## src/verilog/isaPkg.sv

```systemverilog
`default_nettype none

package isaPkg;

   localparam int PC_STEP  = 2;
   localparam int NUM_REGS = 8;

   typedef logic [15:0] wordT;
   typedef logic [2:0]  regIdxT;

   typedef enum logic [4:0] {
      OP_HALT = 5'b00000,
      OP_NOP  = 5'b00001,
      OP_ADDI = 5'b01000,
      OP_BEQZ = 5'b01100,
      OP_ADD  = 5'b11000,
      OP_SUB  = 5'b11001,
      OP_AND  = 5'b11010
   } opcodeT;

   // Three-register ALU format.
   typedef struct packed {
      opcodeT      opcode;
      regIdxT      rs;
      regIdxT      rt;
      regIdxT      rd;
      logic [1:0]  unused;
   } rFmtT;

   // Immediate format, imm is two's complement.
   typedef struct packed {
      opcodeT             opcode;
      regIdxT             rs;
      regIdxT             rd;
      logic signed [4:0]  imm;
   } iFmtT;

   // Opcode and rs sit at the same bits in both views.
   typedef union packed {
      rFmtT r;
      iFmtT i;
   } instrT;

endpackage

`default_nettype wire

```

## src/verilog/pipePkg.sv

```systemverilog
`default_nettype none

package pipePkg;

   typedef struct packed {
      logic            wrt;
      isaPkg::regIdxT  regIdx;
   } destT;

   typedef struct packed {
      logic           valid;
      isaPkg::instrT  instr;
      isaPkg::wordT   incPC;
   } fetchT;

   typedef struct packed {
      logic            valid;
      isaPkg::opcodeT  op;
      destT            dest;
      isaPkg::wordT    a;
      isaPkg::wordT    b;
      isaPkg::wordT    imm;
      isaPkg::wordT    incPC;
      logic            isBranch;
      logic            isHalt;
   } decodeT;

   typedef struct packed {
      logic          valid;
      isaPkg::wordT  target;
   } redirectT;

   typedef struct packed {
      logic          valid;
      destT          dest;
      isaPkg::wordT  data;
      logic          halt;
   } wbT;

   localparam isaPkg::wordT RESET_PC = '0;
   localparam fetchT  FETCH_BUBBLE   = '0;
   localparam decodeT DECODE_BUBBLE  = '0;
   localparam wbT     WB_IDLE        = '0;

   // Destination register written by an instruction, if any.
   function automatic destT destOf(input logic valid, input isaPkg::instrT instr);
      destT d;
      d.wrt    = 1'b0;
      d.regIdx = instr.r.rd;
      case (instr.r.opcode)
         isaPkg::OP_ADD, isaPkg::OP_SUB, isaPkg::OP_AND: begin
            d.wrt = valid;
         end
         isaPkg::OP_ADDI: begin
            d.wrt    = valid;
            d.regIdx = instr.i.rd;
         end
         default: begin
            d.wrt = 1'b0;
         end
      endcase
      return d;
   endfunction

endpackage

`default_nettype wire
```

## src/verilog/cpuCore.sv

```systemverilog
`timescale 1ns/1ns
`default_nettype none

module cpuCore (
   input  wire                clk,
   input  wire                rst,
   input  wire isaPkg::instrT instr,
   output isaPkg::wordT       pc,
   output pipePkg::wbT        wb,
   output logic               halted
);
   import pipePkg::*;

   fetchT    toDecode;
   decodeT   toExecute;
   redirectT redirect;

   fetch fetch_inst (
      .clk      (clk),
      .rst      (rst),
      .instr    (instr),
      .destX    (toExecute.dest),
      .branchX  (toExecute.isBranch),
      .redirect (redirect),
      .pc       (pc),
      .toDecode (toDecode)
   );

   decode decode_inst (
      .clk       (clk),
      .rst       (rst),
      .fromFetch (toDecode),
      .wb        (wb),
      .toExecute (toExecute)
   );

   execute execute_inst (
      .clk        (clk),
      .rst        (rst),
      .fromDecode (toExecute),
      .redirect   (redirect),
      .wb         (wb),
      .halted     (halted)
   );

endmodule

`default_nettype wire

```

## src/verilog/decode.sv

```systemverilog
`timescale 1ns/1ns
`default_nettype none

module decode (
   input  wire                 clk,
   input  wire                 rst,
   input  wire pipePkg::fetchT fromFetch,
   input  wire pipePkg::wbT    wb,
   output pipePkg::decodeT     toExecute
);
   import isaPkg::*;
   import pipePkg::*;

   wordT   regFile [NUM_REGS];
   opcodeT op;
   logic   immFmt;
   regIdxT rs;
   regIdxT rt;
   wordT   a;
   wordT   b;
   wordT   imm;
   logic   wbWrite;

   assign op     = fromFetch.instr.r.opcode;
   assign immFmt = (op == OP_ADDI) || (op == OP_BEQZ);

   // Pick the view that matches the format.
   assign rs  = fromFetch.instr.r.rs;
   assign rt  = fromFetch.instr.r.rt;
   assign imm = immFmt ? {{11{fromFetch.instr.i.imm[4]}}, fromFetch.instr.i.imm} : '0;

   assign wbWrite = wb.valid && wb.dest.wrt;

   // Write-through from W.
   assign a = (wbWrite && wb.dest.regIdx == rs) ? wb.data : regFile[rs];
   assign b = immFmt ? '0 :
              (wbWrite && wb.dest.regIdx == rt) ? wb.data : regFile[rt];

   always_ff @(posedge clk) begin
      if (rst) begin
         for (int i = 0; i < NUM_REGS; i++) begin
            regFile[i] <= '0;
         end
      end else if (wbWrite) begin
         regFile[wb.dest.regIdx] <= wb.data;
      end
   end

   always_ff @(posedge clk) begin
      if (rst) begin
         toExecute <= DECODE_BUBBLE;
      end else begin
         toExecute.valid    <= fromFetch.valid;
         toExecute.op       <= op;
         toExecute.dest     <= destOf(fromFetch.valid, fromFetch.instr);
         toExecute.a        <= a;
         toExecute.b        <= b;
         toExecute.imm      <= imm;
         toExecute.incPC    <= fromFetch.incPC;
         toExecute.isBranch <= fromFetch.valid && (op == OP_BEQZ);
         toExecute.isHalt   <= fromFetch.valid && (op == OP_HALT);
      end
   end

endmodule

`default_nettype wire

```

## src/verilog/execute.sv

```systemverilog
`timescale 1ns/1ns
`default_nettype none

module execute (
   input  wire                  clk,
   input  wire                  rst,
   input  wire pipePkg::decodeT fromDecode,
   output pipePkg::redirectT    redirect,
   output pipePkg::wbT          wb,
   output logic                 halted
);
   import isaPkg::*;
   import pipePkg::*;

   wordT result;
   logic haltNow;

   always_comb begin
      case (fromDecode.op)
         OP_ADD:  result = fromDecode.a + fromDecode.b;
         OP_SUB:  result = fromDecode.a - fromDecode.b;
         OP_AND:  result = fromDecode.a & fromDecode.b;
         OP_ADDI: result = fromDecode.a + fromDecode.imm;
         default: result = '0;
      endcase
   end

   // BEQZ taken when rs is zero, offset counts instructions.
   always_comb begin
      redirect.valid  = fromDecode.valid && fromDecode.isBranch && (fromDecode.a == '0);
      redirect.target = fromDecode.incPC + wordT'(fromDecode.imm * PC_STEP);
   end

   assign haltNow = fromDecode.valid && fromDecode.isHalt;

   always_ff @(posedge clk) begin
      if (rst) begin
         wb     <= WB_IDLE;
         halted <= 1'b0;
      end else begin
         wb.valid <= fromDecode.valid && fromDecode.dest.wrt;
         wb.dest  <= fromDecode.dest;
         wb.data  <= result;
         wb.halt  <= haltNow;
         // Sticky until reset.
         halted   <= halted || haltNow;
      end
   end

endmodule

`default_nettype wire

```

## src/verilog/fetch.sv

```systemverilog
`timescale 1ns/1ns
`default_nettype none

module fetch (
   input  wire                   clk,
   input  wire                   rst,
   input  wire isaPkg::instrT    instr,
   input  wire pipePkg::destT    destX,
   input  wire                   branchX,
   input  wire pipePkg::redirectT redirect,
   output isaPkg::wordT          pc,
   output pipePkg::fetchT        toDecode
);
   import isaPkg::*;
   import pipePkg::*;

   wordT incPC;
   destT destD;
   logic branchD;
   logic stall;
   logic haltSeen;
   logic isHalt;
   logic takeRedirect;

   assign incPC = pc + wordT'(PC_STEP);

   // What sits in D right now.
   assign destD   = destOf(toDecode.valid, toDecode.instr);
   assign branchD = toDecode.valid && (toDecode.instr.r.opcode == OP_BEQZ);

   assign takeRedirect = branchX && redirect.valid;
   assign isHalt       = (instr.r.opcode == OP_HALT);

   hazardDetect hazardDetect_inst (
      .fetched (instr),
      .destD   (destD),
      .destX   (destX),
      .branchD (branchD),
      .stall   (stall)
   );

   always_ff @(posedge clk) begin
      if (rst) begin
         pc       <= RESET_PC;
         toDecode <= FETCH_BUBBLE;
         haltSeen <= 1'b0;
      end else if (takeRedirect) begin
         // Taken branch, the word at pc is wrong path.
         pc       <= redirect.target;
         toDecode <= FETCH_BUBBLE;
      end else if (haltSeen || stall) begin
         toDecode <= FETCH_BUBBLE;
      end else begin
         pc             <= incPC;
         toDecode.valid <= 1'b1;
         toDecode.instr <= instr;
         toDecode.incPC <= incPC;
         haltSeen       <= isHalt;
      end
   end

endmodule

`default_nettype wire

```

## src/verilog/hazardDetect.sv

```systemverilog
`timescale 1ns/1ns
`default_nettype none

module hazardDetect (
   input  wire isaPkg::instrT fetched,
   input  wire pipePkg::destT destD,
   input  wire pipePkg::destT destX,
   input  wire                branchD,
   output logic               stall
);
   import isaPkg::*;

   logic   readsRs;
   logic   readsRt;
   regIdxT rs;
   regIdxT rt;
   logic   rawD;
   logic   rawX;

   // Which source fields the opcode really reads.
   always_comb begin
      readsRs = 1'b0;
      readsRt = 1'b0;
      case (fetched.r.opcode)
         OP_ADD, OP_SUB, OP_AND: begin
            readsRs = 1'b1;
            readsRt = 1'b1;
         end
         OP_ADDI, OP_BEQZ: begin
            readsRs = 1'b1;
         end
         default: begin
            readsRs = 1'b0;
         end
      endcase
   end

   assign rs = fetched.r.rs;
   assign rt = fetched.r.rt;

   assign rawD = destD.wrt && ((readsRs && destD.regIdx == rs) ||
                               (readsRt && destD.regIdx == rt));
   assign rawX = destX.wrt && ((readsRs && destX.regIdx == rs) ||
                               (readsRt && destX.regIdx == rt));

   // W needs no check, decode forwards it.
   assign stall = rawD || rawX || branchD;

endmodule

`default_nettype wire

```

## config.mk

```make
export PLATFORM = sky130hd
export DESIGN_NAME = cpuCore
export DESIGN_NICKNAME = d
export VERILOG_FILES = /design/src/verilog/isaPkg.sv /design/src/verilog/pipePkg.sv /design/src/verilog/cpuCore.sv /design/src/verilog/decode.sv /design/src/verilog/execute.sv /design/src/verilog/fetch.sv /design/src/verilog/hazardDetect.sv
export SDC_FILE = /design/constraint.sdc
export NUM_CORES = 1
export LEC_CHECK = 0
export BUFFER_PORTS_ARGS = -buffer_cell sky130_fd_sc_hd__buf_4
export CAP_MARGIN = 20
export CORE_ASPECT_RATIO = 0.5
export CORE_MARGIN = 5
export CORE_UTILIZATION = 55
export CTS_CLUSTER_DIAMETER = 200
export DETAILED_ROUTE_END_ITERATION = 10
export GPL_TIMING_DRIVEN = 0
export PLACE_DENSITY = 0.78
export SLEW_MARGIN = 20
export SYNTH_ARGS = -nofsm -noshare
export SYNTH_HDL_FRONTEND = slang
export SYNTH_SLANG_ARGS = --single-unit
export TNS_END_PERCENT = 30
```

## constraint.sdc

```tcl
create_clock -name clk -period 7 [get_ports clk]
set_input_delay 1.4 -clock clk [delete_from_list [all_inputs] [get_ports clk]]
set_output_delay 1.4 -clock clk [all_outputs]
set_load 0.02 [all_outputs]
```

======== After elaboration in Yosys (flattened, before gate mapping) ========
Memory sizes are Yosys's and may differ from the RTL's. A register that Yosys moved wholly into a read port is not among the register bits.
Cells that the tools add are included.
W data, S select, Z words.
cells by class
  $add $sub $neg .......................... 5
  equal/unequal tests ..................... 19
  mux-type cells .......................... 16
  bitwise logic cells ..................... 4
  reduce and logical (&&, ||, !) cells .... 33
operators with widths
  cell                     number
  $pmux W16 S4             1
  $add A16 B16 Y16         3
  $mux W16                 3
  $eq A5 B5 Y1 const B     9
  $mux W33                 1
  $eq A5 B4 Y1 const B     5
  $add A16 B2 Y16 const B  1
  $and A16 B16 Y16         1
  $logic_not A16 Y1        1
  $reduce_or A16 Y1        1
  $sub A16 B16 Y16         1
  $logic_and A1 B1 Y1      14
  $eq A3 B3 Y1             4
  $logic_not A5 Y1         2
  $mux W1                  9
  $logic_or A1 B1 Y1       7
  $mux W3                  2
  $reduce_or A2 Y1         3
  $reduce_or A3 Y1         2
  $reduce_or A5 Y1         1
  $reduce_or A4 Y1         1
  $not A1 Y1               3
  $ne A2 B1 Y1 const B     1
  $reduce_and A2 Y1        1
word-level totals
  flip-flop bits (word level) ............. 106
  RAM bits ................................ 128
  word-level logic and storage cells ...... 97
  memories ................................ 1
memory list
  name                 depth  width  rd ports  clocked after memory_dff  wr ports  line          source
  decode_inst.regFile  8      16     2         2                         8         decode.sv:14  wordT regFile [NUM_REGS];

======== Depth between registers and ports, before layout ========
  depth in word-level cells ............... 11
  depth in mapped cells ................... 16

======== By module ========
Synthesis repeated with hierarchy kept, for this count alone.
unflattened totals
  cells, all modules ...................... 1324
  area total of the unflattened synthesis .. 14042.2 um^2
by module, submodules not included
  module        times used  cells each  area each (um^2)  sequential area each (um^2)
  decode        1           685         8918.6            5144.9
  execute       1           408         2965.3            460.4
  fetch         1           208         1988.2            1001.0
  hazardDetect  1           23          170.2             0.0

======== Least setup slack after synthesis ========
No wires, ideal clock.
  path type ............................... reg2reg
  start point ............................. register decode_inst.toExecute[71] (netlist name)
  end point ............................... register execute_inst.wb[16] (netlist name)
  library setup time ...................... 0.134 ns
  data arrival time ....................... 3.701 ns
  slack ................................... 3.164 ns
  cell stages (with the launch flop) ...... 16
  buffers on the path ..................... 1
  path through ............................ dfxtp_1 -> or3b_1 -> nor3_2 -> nand2b_1 -> clkbuf_1 -> a21boi_0 -> a221o_1 -> ha_1 -> nand3_1 -> o211ai_1 -> a222oi_1 -> a21oi_1 -> a41oi_1 -> nor3_1 -> a2111oi_0 -> a31oi_1
on the way
  cells in the longest elaborated chain, start to end .. 2
ends and longest elaborated chain
  element                                       line           source
  $eq A5 B4 Y1 or $eq A5 B5 Y1 (tied branches)  execute.sv:19  case (fromDecode.op)
  $pmux W16 S4 (*)                              execute.sv:19
Every way passes the cells marked *; elsewhere a longest branch is shown, timed or not.
A chain may end at the register's enable or synchronous reset.

======== Worst setup path after layout ========
  start point ............................. register decode_inst.toExecute[71] (netlist name)
  end point ............................... register execute_inst.wb[16] (netlist name)
on the way
  cells in the longest elaborated chain, start to end .. 2
ends and longest elaborated chain
  element                                       line
  $eq A5 B4 Y1 or $eq A5 B5 Y1 (tied branches)  execute.sv:19
  $pmux W16 S4 (*)                              execute.sv:19
Marks and branches as above.

==> results.cfg <==
[grt]
grt_max_degree = 17
grt_pass1_wl_mm = 56.76
antenna_found_initial = 0
grt.overflow.total = 0
grt_pass1_vias = 10230
grtUsageTotal_pct = 25.79

[setup_path]
crit_path_end_kind = flop
critPathMaxStageDelay_ns = 0.51
critPathSlowestCell = a222oi_1
cp_data_required_time_ns = 7.41
crit_end = execute_inst.wb[16]$_SDFF_PP0_
crit_chain = or3b_1 -> nor3_2 -> nand2b_1 -> clkbuf_1 -> a21boi_0 -> a221o_1 -> ha_1 -> nand3_1 -> o211ai_1 -> a222oi_1 -> a21oi_1 -> a41oi_1 -> nor3_1 -> a2111oi_0 -> a31oi_1
crit_family = compound AO/OA/AOI/OAI gates
path_depth = 15
crit_path_start_kind = flop
r2r_start = decode_inst.toExecute[71]$_SDFF_PP0_
worstPathMaxFanout = 10
arrival_ns = 5.36
crit_type = flop to flop
startpoint = decode_inst.toExecute[71]$_SDFF_PP0_
r2r_end = execute_inst.wb[16]$_SDFF_PP0_
reg2reg_depth = 15
r2r_slack_ns = 2.04
crit_buf_inv = 1

[route]
ant_nets = 0
wirelength_mm = 36.32
routedWlPerCell_um = 22.15
first_pass_iters = 5
vias = 10270
vias_per_cell = 6.259
drc = 0
drt_iter0_drc = 1490

[logic_synthesis]
yosys_most_used_dff = dfxtp_1
synth-edff-count = 128
yosysUniqueCellTypes = 71
syn-num-nets = 1257
avgSynthCellArea_um2 = 11.27
postSynth.asyncResetShare_pct = 0
ys_warn_count = 0
seq_area_frac_synth_pct = 48.67
ys_ff_latch = 266
syn_area_um2 = 13570
netlist_instances = 1204

[power]
p_per_area_nw_per_um2 = 225.4
power_leakage_nw = 5.803
ir_worst_vdd_v = 0.0001733

[clocking]
clk-insertion-delay-late_ns = 0.55
cts_buffers = 25
cts_tree = built
clockBufferDepth = 3
htree_levels = 1
clkTransAtPathRegs_ns = 0.07
cts-root-buf = clkbuf_16
ctsHoldBuffers = 0
cts.sinks = 266
post_cts_resized = 0
postCtsSetupRepairBufs = 0

[sta]
clock_skew_ns = 0.01606
fin_tns_setup_ns = 0
min_period_over_period_pct = 70.81
relSlewSlack_pct = 33.45
finalSetupViolCount = 0
hold_violations = 0
tightestPinTransition_ns = 0.9983
period_needed_ns = 4.957
fmax_mhz = 201.7
finalMaxSlewViolations = 0
rsz0062_at_grt = false

[placement]
io_buffers = 56
dp_hpwl_mm = 26.01
gp_congestion = 0.9173

[finish]
utilization_pct = 63.20
diodes = 0
nets = 1340
synthToLayoutAreaGrowth_pct = 12.32
drive_gt1_share_pct = 14.49

[die]
coreArea_um2 = 24120
start_util_pct = 56.27
design.die.area_um2 = 28110
rows = 40
die_h_um = 121.1
io_pins = 57
die_x_um = 232.2

[status]
status = complete, no violations

[run]
maxCapViolations = 0

[min_path]
min_path_type = flop to flop
cell usage in the layout, fill, tap and decap left out, drive strengths merged, types with 4 or more instances in the layout:
cell | netlist | layout
a211oi | 42 | 42
nor2 | 106 | 106
clkbuf | 51 | 85
o21a | 5 | 5
ha | 33 | 33
clkinv | 0 | 4
mux2i | 38 | 38
o21bai | 6 | 6
o211a | 5 | 5
o31ai | 7 | 7
a32oi | 10 | 10
nor4 | 7 | 7
xor2 | 16 | 16
and2 | 136 | 136
nand3 | 21 | 21
and3 | 24 | 24
nand2b | 7 | 7
nand4 | 7 | 7
nand2 | 56 | 56
nor3 | 26 | 26
o21ai | 34 | 34
edfxtp | 128 | 128
o211ai | 5 | 5
inv | 27 | 29
xnor2 | 30 | 30
a2111oi | 4 | 4
mux4 | 64 | 64
a31oi | 6 | 6
nor2b | 33 | 33
buf | 14 | 70
dfxtp | 138 | 138
or2 | 12 | 12
a221o | 5 | 5
nor3b | 4 | 4
a21o | 9 | 9
a21oi | 28 | 28
or3 | 17 | 17
o22ai | 5 | 5
cells in the mapped netlist, types with 8 or more instances:
cell      instances  share of area [%]
nand2_1          55                1.5
mux4_2           64                 11
buf_1             8               0.22
clkbuf_1         51                1.4
and2_1          136                6.3
ha_1             33                3.0
nor2_1          106                2.9
a32oi_1          10               0.65
dfxtp_1         138                 20
or2_2            12               0.55
a21oi_1          28                1.0
inv_1            27               0.75
nor2b_1          32                1.5
a211oi_1         42                2.3
and3_1           24                1.1
nor3_1           24               0.88
nand3_1          21               0.77
a21o_1            9               0.50
o21ai_0          31                1.1
mux2i_1          38                2.8
or3_1            17               0.78
edfxtp_1        128                 28
xnor2_1          30                1.9
xor2_1           16                1.0
cell families (layout without fill, tap and decap cells):
group,count (synthesis),count (layout),synth area share (%)
buffers and inverters,92,192,2.729
and+or+nand+nor,467,467,18.47
muxes,104,104,13.59
adders and majority gates,35,35,3.337
DFF,266,266,48.67
xor gates and xnor gates,46,46,2.968
AOI/OAI and AO/OA,194,194,10.23
power by group:
group	switching (mW)	leakage, nW	internal, mW
registers	0.0519	2.45	1.68
logic	0.187	2.96	0.141
clock network	0.611	0.400	0.764
worst min-delay path by stage:
stage,from,endpoint,slack [ns],cells past startpoint
5_1_grt,fetch_inst.toDecode[13]$_SDFF_PP0_,decode_inst.toExecute[15]$_SDFF_PP0_,0.45,1
3_3_place_gp,fetch_inst.toDecode[0]$_SDFF_PP0_,decode_inst.toExecute[2]$_SDFF_PP0_,0.42,1
3_5_place_dp,fetch_inst.toDecode[9]$_SDFF_PP0_,decode_inst.toExecute[11]$_SDFF_PP0_,0.42,1
6_report,fetch_inst.toDecode[9]$_SDFF_PP0_,decode_inst.toExecute[11]$_SDFF_PP0_,0.43,1
2_1_floorplan,fetch_inst.toDecode[16]$_SDFF_PP0_,decode_inst.toExecute[18]$_SDFF_PP0_,0.41,1
4_1_cts,fetch_inst.toDecode[9]$_SDFF_PP0_,decode_inst.toExecute[11]$_SDFF_PP0_,0.44,1
layout make-up:
type                       instances  area, µm²
fill                            1860       8879
sequential                       266       6606
multi-input combinational        846       6603
clock buffer                      34      719.4
timing repair buffer              56      420.4
tap                              336      420.4
buffer                            65      269.0
clock inverter                    10      105.1
inverter                          27      101.3
layer usage:
layer  up-vias  track usage (%)  part of all wire [%]
li1       4627                -                     -
met1      5028            35.65                    42
met2       513            41.65                    46
met3        97            4.863                   8.8
met4         0            8.223                   2.9
met5         -                0                     0
stage by stage:
step,worst slack [ns],total power [mW],std cells,instance area [µm²],hold slack [ns]
after floorplan,3.164,1.974,1204,13570,0.4057
after global placement,2.433,2.070,1596,14410,0.4176
after detailed placement,2.139,2.083,1596,14410,0.4231
after CTS,2.125,3.440,1640,15240,0.4358
after global routing,1.860,3.554,1640,15240,0.4495
final,2.043,3.437,1640,15240,0.4298
worst reg2reg max path, stage by stage (launching register included):
cell and delay [ns]:
dfxtp_1 0.33, or3b_1 0.41, nor3_2 0.41, nand2b_1 0.31, clkbuf_1 0.38, a21boi_0 0.19, a221o_1 0.31, ha_1 0.35
nand3_1 0.11, o211ai_1 0.17, a222oi_1 0.51, a21oi_1 0.22, a41oi_1 0.48, nor3_1 0.12, a2111oi_0 0.42, a31oi_1 0.10
sequential cells by signal (all words and copies together), names as in the netlist:
signal / count
decode_inst.regFile: 128
fetch_inst.haltSeen: 1
execute_inst.halted: 1
decode_inst.toExecute: 65
fetch_inst.toDecode: 33
execute_inst.wb: 22
fetch_inst.pc: 16
Note: power is estimated with default switching activity, not from simulation.
